==> config.mk <==
export PLATFORM = sky130hd
export DESIGN_NAME = cart_frontend_top
export DESIGN_NICKNAME = d
export VERILOG_FILES = /design/src/design/cart_bus_pkg.sv /design/src/design/cart_info_pkg.sv /design/src/design/bridge_settings_regs.sv /design/src/design/cart_download_ctrl.sv /design/src/design/rom_header_region.sv /design/src/design/cart_id_quirks.sv /design/src/design/pad_remap.sv /design/src/design/cart_frontend_top.sv
export SDC_FILE = /design/constraint.sdc
export NUM_CORES = 1
export LEC_CHECK = 0
export ABC_AREA = 1
export BUFFER_PORTS_ARGS = -buffer_cell sky130_fd_sc_hd__clkbuf_2
export CAP_MARGIN = 0
export CORE_UTILIZATION = 35
export CTS_CLUSTER_SIZE = 20
export DETAILED_ROUTE_END_ITERATION = 16
export MAX_ROUTING_LAYER = met4
export SLEW_MARGIN = 20
export SYNTH_ARGS = -nofsm -noshare
export SYNTH_HDL_FRONTEND = slang
export SYNTH_SLANG_ARGS = --single-unit
==> constraint.sdc <==
create_clock -name clk_sys -period 5.1 [get_ports clk_sys]
set_input_delay 0.765 -clock clk_sys [delete_from_list [all_inputs] [get_ports clk_sys]]
set_output_delay 0.765 -clock clk_sys [all_outputs]
set_load 0.03 [all_outputs]
==> src/design/cart_bus_pkg.sv <==
////////////////////////////////////////
// host bridge bus and settings types
// bridge address map of the settings bank
// settings defaults
////////////////////////////////////////

`default_nettype none

package cart_bus_pkg;

	typedef struct packed {
		logic [31:0] addr;
		logic        rd;
		logic        wr;
		logic [31:0] wr_data;
	} bridge_bus_t;

	typedef struct packed {
		logic [1:0] cpu_turbo;
		logic       multitap;
		logic       ar_correction;
		logic       composite;
		logic       obj_limit_high;
		logic       fm_enable;
		logic       psg_enable;
		logic       hifi_pcm;
		logic       ladder;
		logic [1:0] audio_filter;
		logic       fm_chip;
	} core_settings_t;

	////////////////////////////////////////
	// settings bank address map
	////////////////////////////////////////
	localparam logic [31:0] ADDR_MULTITAP  = 32'h0000_0000;
	localparam logic [31:0] ADDR_AR        = 32'h0000_0010;
	localparam logic [31:0] ADDR_COMPOSITE = 32'h0000_0020;
	localparam logic [31:0] ADDR_OBJ_LIMIT = 32'h0000_0030;
	localparam logic [31:0] ADDR_FM        = 32'h0000_0040;
	localparam logic [31:0] ADDR_PSG       = 32'h0000_0050;
	localparam logic [31:0] ADDR_HIFI      = 32'h0000_0060;
	localparam logic [31:0] ADDR_LADDER    = 32'h0000_0070;
	localparam logic [31:0] ADDR_FM_CHIP   = 32'h00A0_0000;
	localparam logic [31:0] ADDR_TURBO     = 32'h00C0_0000;
	localparam logic [31:0] ADDR_REGION    = 32'h00E0_0000; // read only
	localparam logic [31:0] ADDR_FILTER    = 32'h00F0_0000;

	// video and audio on, everything else off
	localparam core_settings_t SETTINGS_RESET = '{
		cpu_turbo: 2'd0, multitap: 1'b0, ar_correction: 1'b0, composite: 1'b0,
		obj_limit_high: 1'b1, fm_enable: 1'b1, psg_enable: 1'b1, hifi_pcm: 1'b1,
		ladder: 1'b1, audio_filter: 2'd0, fm_chip: 1'b0
	};

endpackage

`default_nettype wire

==> src/design/cart_info_pkg.sv <==
////////////////////////////////////////
// rom write word, header offsets, region codes
// quirk and light gun types, cartridge id table
// console pad layout
////////////////////////////////////////

`default_nettype none

package cart_info_pkg;

	typedef struct packed {
		logic        wr;
		logic [24:0] addr; // byte address
		logic [15:0] data;
	} rom_word_t;

	// header offsets
	localparam logic [24:0] HDR_ID0     = 25'h182;
	localparam logic [24:0] HDR_ID1     = 25'h184;
	localparam logic [24:0] HDR_ID2     = 25'h186;
	localparam logic [24:0] HDR_ID3     = 25'h188;
	localparam logic [24:0] HDR_ID4     = 25'h18A;
	localparam logic [24:0] HDR_ID5     = 25'h18C; // id complete here
	localparam logic [24:0] HDR_REGION0 = 25'h1F0;
	localparam logic [24:0] HDR_REGION2 = 25'h1F2;
	localparam logic [24:0] HDR_END     = 25'h200;

	typedef enum logic [1:0] {
		REGION_JP = 2'd0,
		REGION_US = 2'd1,
		REGION_EU = 2'd2
	} region_t;

	typedef struct packed {
		logic sram;
		logic sram00;
		logic eeprom;
		logic fifo;
		logic noram;
		logic pier;
		logic svp;
		logic fmbusy;
		logic schan;
	} quirk_flags_t;

	typedef struct packed {
		logic       gun_type;
		logic [7:0] sensor_delay;
	} gun_cfg_t;

	localparam logic [7:0] GUN_DELAY_DEFAULT = 8'd44;

	////////////////////////////////////////
	// cartridge ids, as read from the header
	////////////////////////////////////////
	localparam logic [63:0] ID_NFL_QBC      = "T-081276";
	localparam logic [63:0] ID_NBA_JAM_TE   = "T-81406 ";
	localparam logic [63:0] ID_HOLYFIELD    = "MK-1215 ";
	localparam logic [63:0] ID_WONDER_BOY   = "G-4060  ";
	localparam logic [63:0] ID_PUGGSY       = "T-113016";
	localparam logic [63:0] ID_CLUE         = "T-89016 ";
	localparam logic [63:0] ID_PIER_SOLAR   = "T-574023";
	localparam logic [63:0] ID_VIRTUA_RACE  = "MK-1229 ";
	localparam logic [63:0] ID_HELLFIRE     = "T-35036 ";
	localparam logic [63:0] ID_KANZUME      = "T-68???-";
	localparam logic [63:0] ID_SONIC_REMAST = " GM 0000";
	// light gun titles
	localparam logic [63:0] ID_BODY_COUNT   = "MK-1533 ";
	localparam logic [63:0] ID_LETHAL_ENF   = "T-95096-";
	localparam logic [63:0] ID_LETHAL_ENF2  = "T-95136-";
	localparam logic [63:0] ID_MENACER      = "MK-1658 ";
	localparam logic [63:0] ID_T2_ARCADE    = "T-081156";

	localparam logic [7:0] GUN_DELAY_BODY_COUNT = 8'd100;
	localparam logic [7:0] GUN_DELAY_LETHAL_ENF = 8'd52;
	localparam logic [7:0] GUN_DELAY_LETHAL_ENF2 = 8'd30;
	localparam logic [7:0] GUN_DELAY_MENACER    = 8'd120;
	localparam logic [7:0] GUN_DELAY_T2_ARCADE  = 8'd126;

	typedef struct packed {
		logic z, y, x, mode, start, b, c, a;
		logic up, down, left, right;
	} pad_t;

endpackage

`default_nettype wire

==> src/design/bridge_settings_regs.sv <==
////////////////////////////////////////
// settings register bank on the bridge bus
// registered bridge read port
////////////////////////////////////////

`timescale 1ns/1ps
`default_nettype none

module bridge_settings_regs (
	input  wire                          clk_sys,
	input  wire                          rst_n,
	input  wire cart_bus_pkg::bridge_bus_t bridge,
	input  wire cart_info_pkg::region_t  region_req,
	output cart_bus_pkg::core_settings_t settings,
	output logic [31:0]                  bridge_rd_data
);

	////////////////////////////////////////
	// write decode
	////////////////////////////////////////
	always_ff @(posedge clk_sys) begin
		if (!rst_n) begin
			settings <= cart_bus_pkg::SETTINGS_RESET;
		end else if (bridge.wr) begin
			case (bridge.addr)
				cart_bus_pkg::ADDR_MULTITAP:  settings.multitap       <= bridge.wr_data[0];
				cart_bus_pkg::ADDR_AR:        settings.ar_correction  <= bridge.wr_data[0];
				cart_bus_pkg::ADDR_COMPOSITE: settings.composite      <= bridge.wr_data[0];
				cart_bus_pkg::ADDR_OBJ_LIMIT: settings.obj_limit_high <= bridge.wr_data[0];
				cart_bus_pkg::ADDR_FM:        settings.fm_enable      <= bridge.wr_data[0];
				cart_bus_pkg::ADDR_PSG:       settings.psg_enable     <= bridge.wr_data[0];
				cart_bus_pkg::ADDR_HIFI:      settings.hifi_pcm       <= bridge.wr_data[0];
				cart_bus_pkg::ADDR_LADDER:    settings.ladder         <= bridge.wr_data[0];
				cart_bus_pkg::ADDR_FM_CHIP:   settings.fm_chip        <= bridge.wr_data[0];
				// two bit fields
				cart_bus_pkg::ADDR_TURBO:     settings.cpu_turbo      <= bridge.wr_data[1:0];
				cart_bus_pkg::ADDR_FILTER:    settings.audio_filter   <= bridge.wr_data[1:0];
				default: ;
			endcase
		end
	end

	// only the region is readable, the rest of the map reads as zero
	always_ff @(posedge clk_sys) begin
		if (bridge.rd) begin
			if (bridge.addr == cart_bus_pkg::ADDR_REGION)
				bridge_rd_data <= {30'd0, region_req};
			else
				bridge_rd_data <= '0;
		end
	end

endmodule

`default_nettype wire

==> src/design/cart_download_ctrl.sv <==
////////////////////////////////////////
// download level with start and end pulses
// rom size capture
////////////////////////////////////////

`timescale 1ns/1ps
`default_nettype none

module cart_download_ctrl (
	input  wire                          clk_sys,
	input  wire                          rst_n,
	input  wire                          request_write,
	input  wire                          all_complete,
	input  wire cart_info_pkg::rom_word_t rom_wr,
	output logic                         download,
	output logic                         dl_start,
	output logic                         dl_end,
	output logic [24:0]                  rom_size
);

	logic        download_q;
	logic [24:0] last_addr;

	always_ff @(posedge clk_sys) begin
		if (!rst_n) begin
			download   <= 1'b0;
			download_q <= 1'b0;
		end else begin
			if (request_write)
				download <= 1'b1;
			else if (all_complete)
				download <= 1'b0;
			download_q <= download;
		end
	end

	assign dl_start = download & ~download_q;
	assign dl_end   = ~download & download_q;

	always_ff @(posedge clk_sys) begin
		if (rom_wr.wr && download)
			last_addr <= rom_wr.addr;
		if (dl_end)
			rom_size <= last_addr + 25'd2; // last word plus one more word
	end

endmodule

`default_nettype wire

==> src/design/rom_header_region.sv <==
////////////////////////////////////////
// region flags from the rom header
// region request and core reset hold
////////////////////////////////////////

`timescale 1ns/1ps
`default_nettype none

module rom_header_region (
	input  wire                          clk_sys,
	input  wire                          rst_n,
	input  wire                          reset_n_host,
	input  wire cart_info_pkg::rom_word_t rom_wr,
	input  wire                          download,
	input  wire                          dl_start,
	input  wire                          dl_end,
	output cart_info_pkg::region_t       region_req,
	output logic                         region_set,
	output logic                         core_reset_n
);

	logic       hdr_j, hdr_u, hdr_e;
	logic       hdr_ready, hdr_ready_q;
	logic       hdr_wr;
	logic [7:0] lo, hi;
	logic [3:0] hrgn;

	assign hdr_wr = rom_wr.wr & download;
	assign lo     = rom_wr.data[7:0];
	assign hi     = rom_wr.data[15:8];
	assign hrgn   = rom_wr.data[3:0] - 4'd7; // hex letter to value

	////////////////////////////////////////
	// header scan
	////////////////////////////////////////
	always_ff @(posedge clk_sys) begin
		if (!rst_n) begin
			{hdr_j, hdr_u, hdr_e} <= 3'b000;
			hdr_ready             <= 1'b0;
		end else begin
			if (dl_start) {hdr_j, hdr_u, hdr_e} <= 3'b000;
			if (dl_end) hdr_ready <= 1'b0;
			if (hdr_wr && rom_wr.addr == cart_info_pkg::HDR_REGION0) begin
				if (lo == "J") hdr_j <= 1'b1;
				else if (lo == "U") hdr_u <= 1'b1;
				else if (lo == "E") hdr_e <= 1'b1;
				else if (lo >= "0" && lo <= "9")
					{hdr_e, hdr_u, hdr_j} <= {lo[3], lo[2], lo[0]};
				else if (lo >= "A" && lo <= "F")
					{hdr_e, hdr_u, hdr_j} <= {hrgn[3], hrgn[2], hrgn[0]};
				// high byte last, so a letter there wins
				if (hi == "J") hdr_j <= 1'b1;
				else if (hi == "U") hdr_u <= 1'b1;
				else if (hi == "E") hdr_e <= 1'b1;
			end
			if (hdr_wr && rom_wr.addr == cart_info_pkg::HDR_REGION2) begin
				if (lo == "J") hdr_j <= 1'b1;
				else if (lo == "U") hdr_u <= 1'b1;
				else if (lo == "E") hdr_e <= 1'b1;
			end
			if (hdr_wr && rom_wr.addr == cart_info_pkg::HDR_END) hdr_ready <= 1'b1;
		end
	end

	always_ff @(posedge clk_sys) begin
		if (!rst_n) begin
			hdr_ready_q <= 1'b0;
			region_set  <= 1'b0;
			region_req  <= cart_info_pkg::REGION_US;
		end else begin
			hdr_ready_q <= hdr_ready;
			if (hdr_ready && !hdr_ready_q) begin
				region_set <= 1'b1;
				if (hdr_u)      region_req <= cart_info_pkg::REGION_US;
				else if (hdr_e) region_req <= cart_info_pkg::REGION_EU;
				else if (hdr_j) region_req <= cart_info_pkg::REGION_JP;
				else            region_req <= cart_info_pkg::REGION_US;
			end
			if (!hdr_ready && hdr_ready_q) region_set <= 1'b0;
		end
	end

	assign core_reset_n = reset_n_host & ~region_set; // console held while region applies

endmodule

`default_nettype wire

==> src/design/cart_id_quirks.sv <==
////////////////////////////////////////
// cartridge id from the header
// quirk flags and light gun lookup
////////////////////////////////////////

`timescale 1ns/1ps
`default_nettype none

module cart_id_quirks (
	input  wire                          clk_sys,
	input  wire                          rst_n,
	input  wire cart_info_pkg::rom_word_t rom_wr,
	input  wire                          download,
	input  wire                          dl_start,
	output cart_info_pkg::quirk_flags_t  quirks,
	output cart_info_pkg::gun_cfg_t      gun_cfg
);

	logic                        id_wr;
	logic [63:0]                 cart_id;
	cart_info_pkg::quirk_flags_t quirk_hit;
	cart_info_pkg::gun_cfg_t     gun_hit;

	assign id_wr = rom_wr.wr & download;

	// header words are big endian, so swap bytes
	always_ff @(posedge clk_sys) begin
		if (id_wr) begin
			case (rom_wr.addr)
				cart_info_pkg::HDR_ID0: cart_id[63:56] <= rom_wr.data[15:8];
				cart_info_pkg::HDR_ID1: cart_id[55:40] <= {rom_wr.data[7:0], rom_wr.data[15:8]};
				cart_info_pkg::HDR_ID2: cart_id[39:24] <= {rom_wr.data[7:0], rom_wr.data[15:8]};
				cart_info_pkg::HDR_ID3: cart_id[23:8]  <= {rom_wr.data[7:0], rom_wr.data[15:8]};
				cart_info_pkg::HDR_ID4: cart_id[7:0]   <= rom_wr.data[7:0];
				default: ;
			endcase
		end
	end

	////////////////////////////////////////
	// id table
	////////////////////////////////////////
	always_comb begin
		quirk_hit = '0;
		case (cart_id)
			cart_info_pkg::ID_NFL_QBC,
			cart_info_pkg::ID_NBA_JAM_TE:   quirk_hit.sram   = 1'b1;
			cart_info_pkg::ID_HOLYFIELD,
			cart_info_pkg::ID_WONDER_BOY:   quirk_hit.eeprom = 1'b1;
			cart_info_pkg::ID_PUGGSY:       quirk_hit.noram  = 1'b1; // fake ram check
			cart_info_pkg::ID_CLUE:         quirk_hit.fifo   = 1'b1;
			cart_info_pkg::ID_PIER_SOLAR:   quirk_hit.pier   = 1'b1;
			cart_info_pkg::ID_VIRTUA_RACE:  quirk_hit.svp    = 1'b1;
			cart_info_pkg::ID_HELLFIRE:     quirk_hit.fmbusy = 1'b1;
			cart_info_pkg::ID_KANZUME:      quirk_hit.schan  = 1'b1;
			cart_info_pkg::ID_SONIC_REMAST: quirk_hit.sram00 = 1'b1;
			default: ;
		endcase
	end

	always_comb begin
		gun_hit = '{gun_type: 1'b0, sensor_delay: cart_info_pkg::GUN_DELAY_DEFAULT};
		case (cart_id)
			cart_info_pkg::ID_BODY_COUNT:
				gun_hit.sensor_delay = cart_info_pkg::GUN_DELAY_BODY_COUNT;
			cart_info_pkg::ID_LETHAL_ENF:
				gun_hit = '{gun_type: 1'b1, sensor_delay: cart_info_pkg::GUN_DELAY_LETHAL_ENF};
			cart_info_pkg::ID_LETHAL_ENF2:
				gun_hit = '{gun_type: 1'b1, sensor_delay: cart_info_pkg::GUN_DELAY_LETHAL_ENF2};
			cart_info_pkg::ID_MENACER:
				gun_hit.sensor_delay = cart_info_pkg::GUN_DELAY_MENACER;
			cart_info_pkg::ID_T2_ARCADE:
				gun_hit.sensor_delay = cart_info_pkg::GUN_DELAY_T2_ARCADE;
			default: ;
		endcase
	end

	always_ff @(posedge clk_sys) begin
		if (!rst_n) begin
			quirks  <= '0;
			gun_cfg <= '{gun_type: 1'b0, sensor_delay: cart_info_pkg::GUN_DELAY_DEFAULT};
		end else begin
			if (dl_start) quirks <= '0;
			if (id_wr && rom_wr.addr == cart_info_pkg::HDR_ID5) begin
				quirks  <= quirks | quirk_hit;
				gun_cfg <= gun_hit;
			end
		end
	end

endmodule

`default_nettype wire

==> src/design/pad_remap.sv <==
////////////////////////////////////////
// controller and menu flag synchronizers
// key bitmap to console pad remap
////////////////////////////////////////

`timescale 1ns/1ps
`default_nettype none

module pad_remap (
	input  wire               clk_sys,
	input  wire               rst_n,
	input  wire [3:0][15:0]   cont_keys,
	input  wire               osnotify_inmenu,
	output cart_info_pkg::pad_t [3:0] pads,
	output logic              pause
);

	logic [3:0][15:0] key_s1, key_s2, key_s3;
	logic [2:0]       menu_sync;

	always_ff @(posedge clk_sys) begin
		if (!rst_n) begin
			key_s1    <= '0;
			key_s2    <= '0;
			key_s3    <= '0;
			menu_sync <= '0;
		end else begin
			key_s1    <= cont_keys;
			key_s2    <= key_s1;
			key_s3    <= key_s2;
			menu_sync <= {menu_sync[1:0], osnotify_inmenu};
		end
	end

	assign pause = menu_sync[2];

	// Z Y X mode start B C A, then the dpad
	always_comb begin
		for (int i = 0; i < 4; i++) begin
			pads[i] = {key_s3[i][9], key_s3[i][6], key_s3[i][8], key_s3[i][14],
				key_s3[i][15], key_s3[i][4], key_s3[i][5], key_s3[i][7],
				key_s3[i][0], key_s3[i][1], key_s3[i][2], key_s3[i][3]};
		end
	end

endmodule

`default_nettype wire

==> src/design/cart_frontend_top.sv <==
////////////////////////////////////////
// cartridge and host front end top level
////////////////////////////////////////

`timescale 1ns/1ps
`default_nettype none

module cart_frontend_top (
	input  wire                                clk_sys,
	input  wire                                rst_n,
	input  wire cart_bus_pkg::bridge_bus_t     bridge,
	output wire [31:0]                         bridge_rd_data,
	input  wire cart_info_pkg::rom_word_t      rom_wr,
	input  wire                                reset_n_host,
	input  wire                                request_write,
	input  wire                                all_complete,
	input  wire                                osnotify_inmenu,
	input  wire [3:0][15:0]                    cont_keys,
	output wire cart_bus_pkg::core_settings_t  settings,
	output wire cart_info_pkg::quirk_flags_t   quirks,
	output wire cart_info_pkg::gun_cfg_t       gun_cfg,
	output wire [24:0]                         rom_size,
	output wire                                core_reset_n,
	output wire cart_info_pkg::pad_t [3:0]     pads,
	output wire                                pause
);

	wire                         download;
	wire                         dl_start;
	wire                         dl_end;
	wire                         region_set;
	wire cart_info_pkg::region_t region_req;

	bridge_settings_regs i_bridge_settings_regs (
		.clk_sys        (clk_sys),
		.rst_n          (rst_n),
		.bridge         (bridge),
		.region_req     (region_req),
		.settings       (settings),
		.bridge_rd_data (bridge_rd_data)
	);

	cart_download_ctrl i_cart_download_ctrl (
		.clk_sys       (clk_sys),
		.rst_n         (rst_n),
		.request_write (request_write),
		.all_complete  (all_complete),
		.rom_wr        (rom_wr),
		.download      (download),
		.dl_start      (dl_start),
		.dl_end        (dl_end),
		.rom_size      (rom_size)
	);

	rom_header_region i_rom_header_region (
		.clk_sys      (clk_sys),
		.rst_n        (rst_n),
		.reset_n_host (reset_n_host),
		.rom_wr       (rom_wr),
		.download     (download),
		.dl_start     (dl_start),
		.dl_end       (dl_end),
		.region_req   (region_req),
		.region_set   (region_set),
		.core_reset_n (core_reset_n)
	);

	cart_id_quirks i_cart_id_quirks (
		.clk_sys  (clk_sys),
		.rst_n    (rst_n),
		.rom_wr   (rom_wr),
		.download (download),
		.dl_start (dl_start),
		.quirks   (quirks),
		.gun_cfg  (gun_cfg)
	);

	pad_remap i_pad_remap (
		.clk_sys         (clk_sys),
		.rst_n           (rst_n),
		.cont_keys       (cont_keys),
		.osnotify_inmenu (osnotify_inmenu),
		.pads            (pads),
		.pause           (pause)
	);

endmodule

`default_nettype wire

Word level (Yosys, flattened, before mapping)
Index checks and enable logic that the tools add are counted.
{"block": "totals", "elab_cells": 201, "register_bits": 382, "in_bits": 178, "output_inout_bits": 138}
{"block": "op_classes", "reduce_logical": 35, "order_cmp": 4, "add_sub_neg": 2, "eq_ne": 42, "muxes": 56, "n_bitwise": 9}
{"operator": "$eq A64 B63 Y1 const B", "count": 15}
{"operator": "$eq A25 B9 Y1 const B", "count": 8}
{"operator": "$eq A32 B24 Y1 const B", "count": 4}
{"operator": "$eq A32 B7 Y1 const B", "count": 4}
{"operator": "$eq A32 B6 Y1 const B", "count": 2}
{"operator": "$eq A64 B62 Y1 const B", "count": 1}
{"operator": "$mux W1", "count": 51}
{"operator": "$eq A8 B7 Y1 const B", "count": 6}
{"operator": "$pmux W7 S5", "count": 1}
{"operator": "$eq A32 B5 Y1 const B", "count": 1}
{"operator": "$logic_not A32 Y1", "count": 1}
{"operator": "$reduce_and A2 Y1", "count": 16}
{"operator": "$add A25 B2 Y25 const B", "count": 1}
{"operator": "$eq A25 B10 Y1 const B", "count": 1}
{"operator": "$mux W9", "count": 2}
{"operator": "$logic_and A1 B1 Y1", "count": 9}
{"operator": "$or A9 B9 Y9", "count": 1}
{"operator": "$ge A8 B6 Y1 const B", "count": 1}
{"operator": "$ge A8 B7 Y1 const B", "count": 1}
{"operator": "$le A8 B6 Y1 const B", "count": 1}
{"operator": "$le A8 B7 Y1 const B", "count": 1}
{"operator": "$reduce_or A2 Y1", "count": 4}
{"operator": "$reduce_bool A2 Y1", "count": 3}
{"operator": "$and A1 B1 Y1", "count": 4}
{"operator": "other kinds (4)", "count": 9}

Depth between registers and ports, before layout
{"block": "depth", "depth_word": 16, "ltp_mapped": 13, "depth_no_buf": 13}

By module
Synthesis repeated with hierarchy kept, for this count alone.
{"block": "unflattened", "hier_cells": 1454, "hier_area_um2": 12418.2}
{"module": "pad_remap", "seq_area_each_um2": 2942.8, "area_per_inst_um2": 4201.5, "cells_each": 457, "instances": 1}
{"module": "cart_id_quirks", "seq_area_each_um2": 2242.2, "area_per_inst_um2": 3951.3, "cells_each": 468, "instances": 1}
{"module": "cart_download_ctrl", "seq_area_each_um2": 1541.5, "area_per_inst_um2": 2218.4, "cells_each": 185, "instances": 1}
{"module": "bridge_settings_regs", "seq_area_each_um2": 320.3, "area_per_inst_um2": 1189.9, "cells_each": 180, "instances": 1}
{"module": "rom_header_region", "seq_area_each_um2": 160.2, "area_per_inst_um2": 857.1, "cells_each": 164, "instances": 1}

Least setup slack after synthesis
OpenSTA, ideal clock, no wires.
{"block": "synth_timing", "kind": "in2reg", "startpoint": "input rom_wr[41] in the netlist's numbering", "endpoint": "register i_cart_id_quirks.cart_id[24], enable pin", "cell_stages": 6, "arrival_time_ps": 2473, "setup_time_ps": 388, "slack_ps": 2239, "required_time_ps": 4712, "n_path_buf": 0, "cell_sequence": "nand2_1 inv_1 nand2_1 inv_1 nand4_1 nor2_1"}
{"block": "synth_via", "elab_chain_len": 2}
{"item": "from (decl)", "line_no": "cart_frontend_top.sv:13", "rtl": "input wire cart_info_pkg::rom_word_t rom_wr,"}
{"item": "$and A1 B1 Y1", "line_no": "cart_id_quirks.sv:24", "rtl": "assign id_wr = rom_wr.wr & download;"}
{"item": "net i_cart_id_quirks.id_wr", "line_no": "cart_id_quirks.sv:19", "rtl": "logic id_wr;"}
{"item": "$reduce_and A2 Y1 (no source line)"}
{"item": "to (signal assigned)", "line_no": "cart_id_quirks.sv:32", "rtl": "cart_info_pkg::HDR_ID2: cart_id[39:24] <= {rom_wr.data[7:0], rom_wr.data[15:8]};"}
{"item": "to (decl)", "line_no": "cart_id_quirks.sv:20", "rtl": "logic [63:0] cart_id;"}
The timed path passes the listed nets, and every way through them passes these cells.
A chain may end at the register's enable or synchronous reset.

Worst setup path in the final report
{"block": "layout_timing", "startpoint": "register i_cart_download_ctrl.download", "endpoint": "register i_cart_id_quirks.cart_id[0], enable pin"}
{"block": "layout_via", "elab_chain_len": 2}
{"item": "from (decl)", "line_no": "cart_download_ctrl.sv:15", "rtl": "output logic download,"}
{"item": "from (signal assigned)", "line_no": "cart_download_ctrl.sv:26", "rtl": "download <= 1'b0;"}
{"item": "from (signal assigned)", "line_no": "cart_download_ctrl.sv:30", "rtl": "download <= 1'b1;"}
{"item": "from (signal assigned)", "line_no": "cart_download_ctrl.sv:32", "rtl": "download <= 1'b0;"}
{"item": "$and A1 B1 Y1", "line_no": "cart_id_quirks.sv:24"}
{"item": "net i_cart_id_quirks.id_wr", "line_no": "cart_id_quirks.sv:19"}
{"item": "$reduce_and A2 Y1 (no source line)"}
{"item": "to (signal assigned)", "line_no": "cart_id_quirks.sv:34", "rtl": "cart_info_pkg::HDR_ID4: cart_id[7:0] <= rom_wr.data[7:0];"}
The timed path passes the listed nets, and every way through them passes these cells.

==> flow_summary.toml <==
[cts]
post_cts_buffers = 0
cts_tree = "yes"
clk_latency_ns = 0.56
clk_pin_slew_ns = 0.06
root_buffer = "clkbuf_16"
ctsHoldBuffers = 0
cts_resized = 0
htreeDepth = 1
cts_buffers = 31
cts_sinks = 302
clk_path_buf_depth = 3

[synth]
synth_common_cells = "278 x nand2_1, 261 x inv_1, 186 x dfxtp_1"
ys_seq_area_share_pct = 61.9
synth.distinct_cells = 35
synthTopCellsByArea = "dfxtp_1 32%, edfxtp_1 30%, nand2_1 9.0%, inv_1 8.4%, nor2_1 3.9%"
synthArstFlopShare_pct = 0
yosysMostFrequentCell = "nand2_1"
synth_edf_count = 116
yosysWarnings = 0
synth_top_area_share_pct = 32.0
ys.flop_type = "dfxtp_1"
syn-cell-area_um2 = 11600
syn_area_per_cell_um2 = 9.08
synthCells = 1282
yosys_register_bits = 302
synth_area_leader_cell = "dfxtp_1"

[power]
p_leak_uw = 0.00707
ir_drop_mv = 0.229
power.density_nw_per_um2 = 357

[layout]
fillCellCount = 3186
fin_nets = 1716
drive_gt1_share_pct = 20.2
fin_util_pct = 43.7
fin_cells = 2002
area_growth_pct = 22.5
diodes = 0
multi_input_area_um2 = 3230
seq_area_um2 = 7210
stdcell_area_um2 = 14300

[placed_design]
io_buffers = 237
dp.cells = 1946
dp_hpwl_um = 19600
placed_area_um2 = 13200
place.gp.congestion = 0.929

[setup_path]
cp_slowest_stage_delay_ns = 0.62
required_ns = 5.29
end_kind = "flip-flop"
crit_fanout = 27
rr_worst_depth = 7
path_class = "reg -> reg"
worst-path-buf-inv = 3
crit_chain = "nand2_1 -> inv_1 -> buf_4 -> nand2_1 -> inv_1 -> nand4_1 -> nor2_1"
crit_family = "simple AND/OR/NAND/NOR gates"
worst_r2r_startpoint = "i_cart_download_ctrl.download"
crit_arrival_ns = 2.48
critPathSlowestCell = "nor2_1"
critPathLaunch = "i_cart_download_ctrl.download"
cp.depth = 7
cp-start-kind = "flip-flop"

[min_path]
hold_path.class = "in -> reg"
holdPathStages = 3
min_from = "cont_keys[16]"

[floorplan]
dieArea_um2 = 34000
rows = 66
core-area_um2 = 32600
initial_utilization_pct = 35.7
fp.dieH_um = 184
io_pins = 316
chipWidth_um = 184

[grt]
gr-usage-met2_pct = 25.6
met3_usage_pct = 3.00
overflow = 0
grt_start_max_net_pins = 95
antenna_found_initial = 0
grt_pass1_vias = 8021
use_met1_pct = 19.2
grt_usage_pct = 15.6
grt_pass1_wl_um = 40400
gr-max-usage-layer = "met2"

[sta]
period_needed_ns = 2.29
finalMaxSlewViolations = 0
skew_ns = 0.00728
max_freq_mhz = 437
holdWs_ns = 0.381
hold_violations = 0
max_slew_margin_pct = 43.4
tns_ns = 0
tightestPinTransition_ns = 0.848
min_period_over_period_pct = 44.8
rsz0062_at_grt = "no"
setup_viol = 0

[route]
avgRoutedWirePerCell_um = 13.0
via_per_inst = 4.34
routed_wl_um = 26100
final_antenna_net_count = 0
drtIter0Drc = 409
vias = 8681
dr.pass1.iters = 5
drc_errors = 0

[run_status]
status = "finished, final reports clean"

[run]
max_cap_violations = 0
cell families after synthesis:
group           Yosys count  synth area share [%]
compound gates           60                  2.83
xor+xnor                 21                  1.58
fa+ha+maj                 1                 0.107
buf+inv                 319                  11.3
flops                   302                  61.9
other cells               1                0.0322
simple gates            578                  22.2
report_power, final:
group	total, µW	switching [µW]	internal [µW]
Combinational	273	192	81.0
Sequential	2590	18.7	2570
Clock	2230	898	1330
worst paths after layout:
path                                               endpoint  slack (ns)
worst max-delay path            i_cart_id_quirks.cart_id[0]        2.81
worst min-delay path                 i_pad_remap.key_s1[16]        0.38
worst max register to register  i_cart_id_quirks.cart_id[0]        2.81
worst min register to register       i_pad_remap.key_s2[32]        0.41
worst min-delay path, stage by stage:
cell and delay, ns:
clkbuf_2 0.07, nand2_1 0.04, inv_1 0.04
layer usage:
metal / vias to the layer above / wire, µm
met2: 278 / 12100
met5: - / 0
li1: 4470 / -
met4: 0 / 685
met3: 44 / 1790
met1: 3889 / 11500
placed cells by master, fill, tap and decap left out, types with 32 or more instances in the layout:
master / netlist / layout
nor2_1: 121 / 120
conb_1: 1 / 32
clkbuf_2: 0 / 236
nor3_1: 38 / 38
edfxtp_1: 116 / 116
nand3_1: 50 / 50
inv_1: 261 / 261
nand4_1: 46 / 46
dfxtp_1: 186 / 186
nand2_1: 278 / 278
registers in the layout (all words and copies together) (netlist names), 3 cells and up:
signal                           flops
i_cart_download_ctrl.rom_size       25
i_pad_remap.menu_sync                3
i_cart_id_quirks.gun_cfg             7
i_cart_id_quirks.cart_id            64
i_cart_download_ctrl.last_addr      25
i_pad_remap.key_s1                  48
i_pad_remap.pads                    48
i_bridge_settings_regs.settings     13
i_pad_remap.key_s2                  48
i_cart_id_quirks.quirks              9
layout make-up:
class                      count  share of cell area [%]
clock inverter                 5                   0.649
tap                          442                    3.88
inverter                     266                    7.00
clock buffer                  51                    6.46
sequential                   302                    50.5
timing repair buffer         244                    8.79
multi-input combinational    692                    22.7
metrics by stage:
| step | power [µW] | setup WS, ns |
|---|---|---|
| after floorplan | 2810 | 2.24 |
| after global placement | 2910 | 2.35 |
| after detailed placement | 2910 | 2.29 |
| after CTS | 5160 | 2.78 |
| after global routing | 5290 | 2.59 |
| final | 5080 | 2.81 |
No activity file was read; power rests on OpenSTA's default activity.
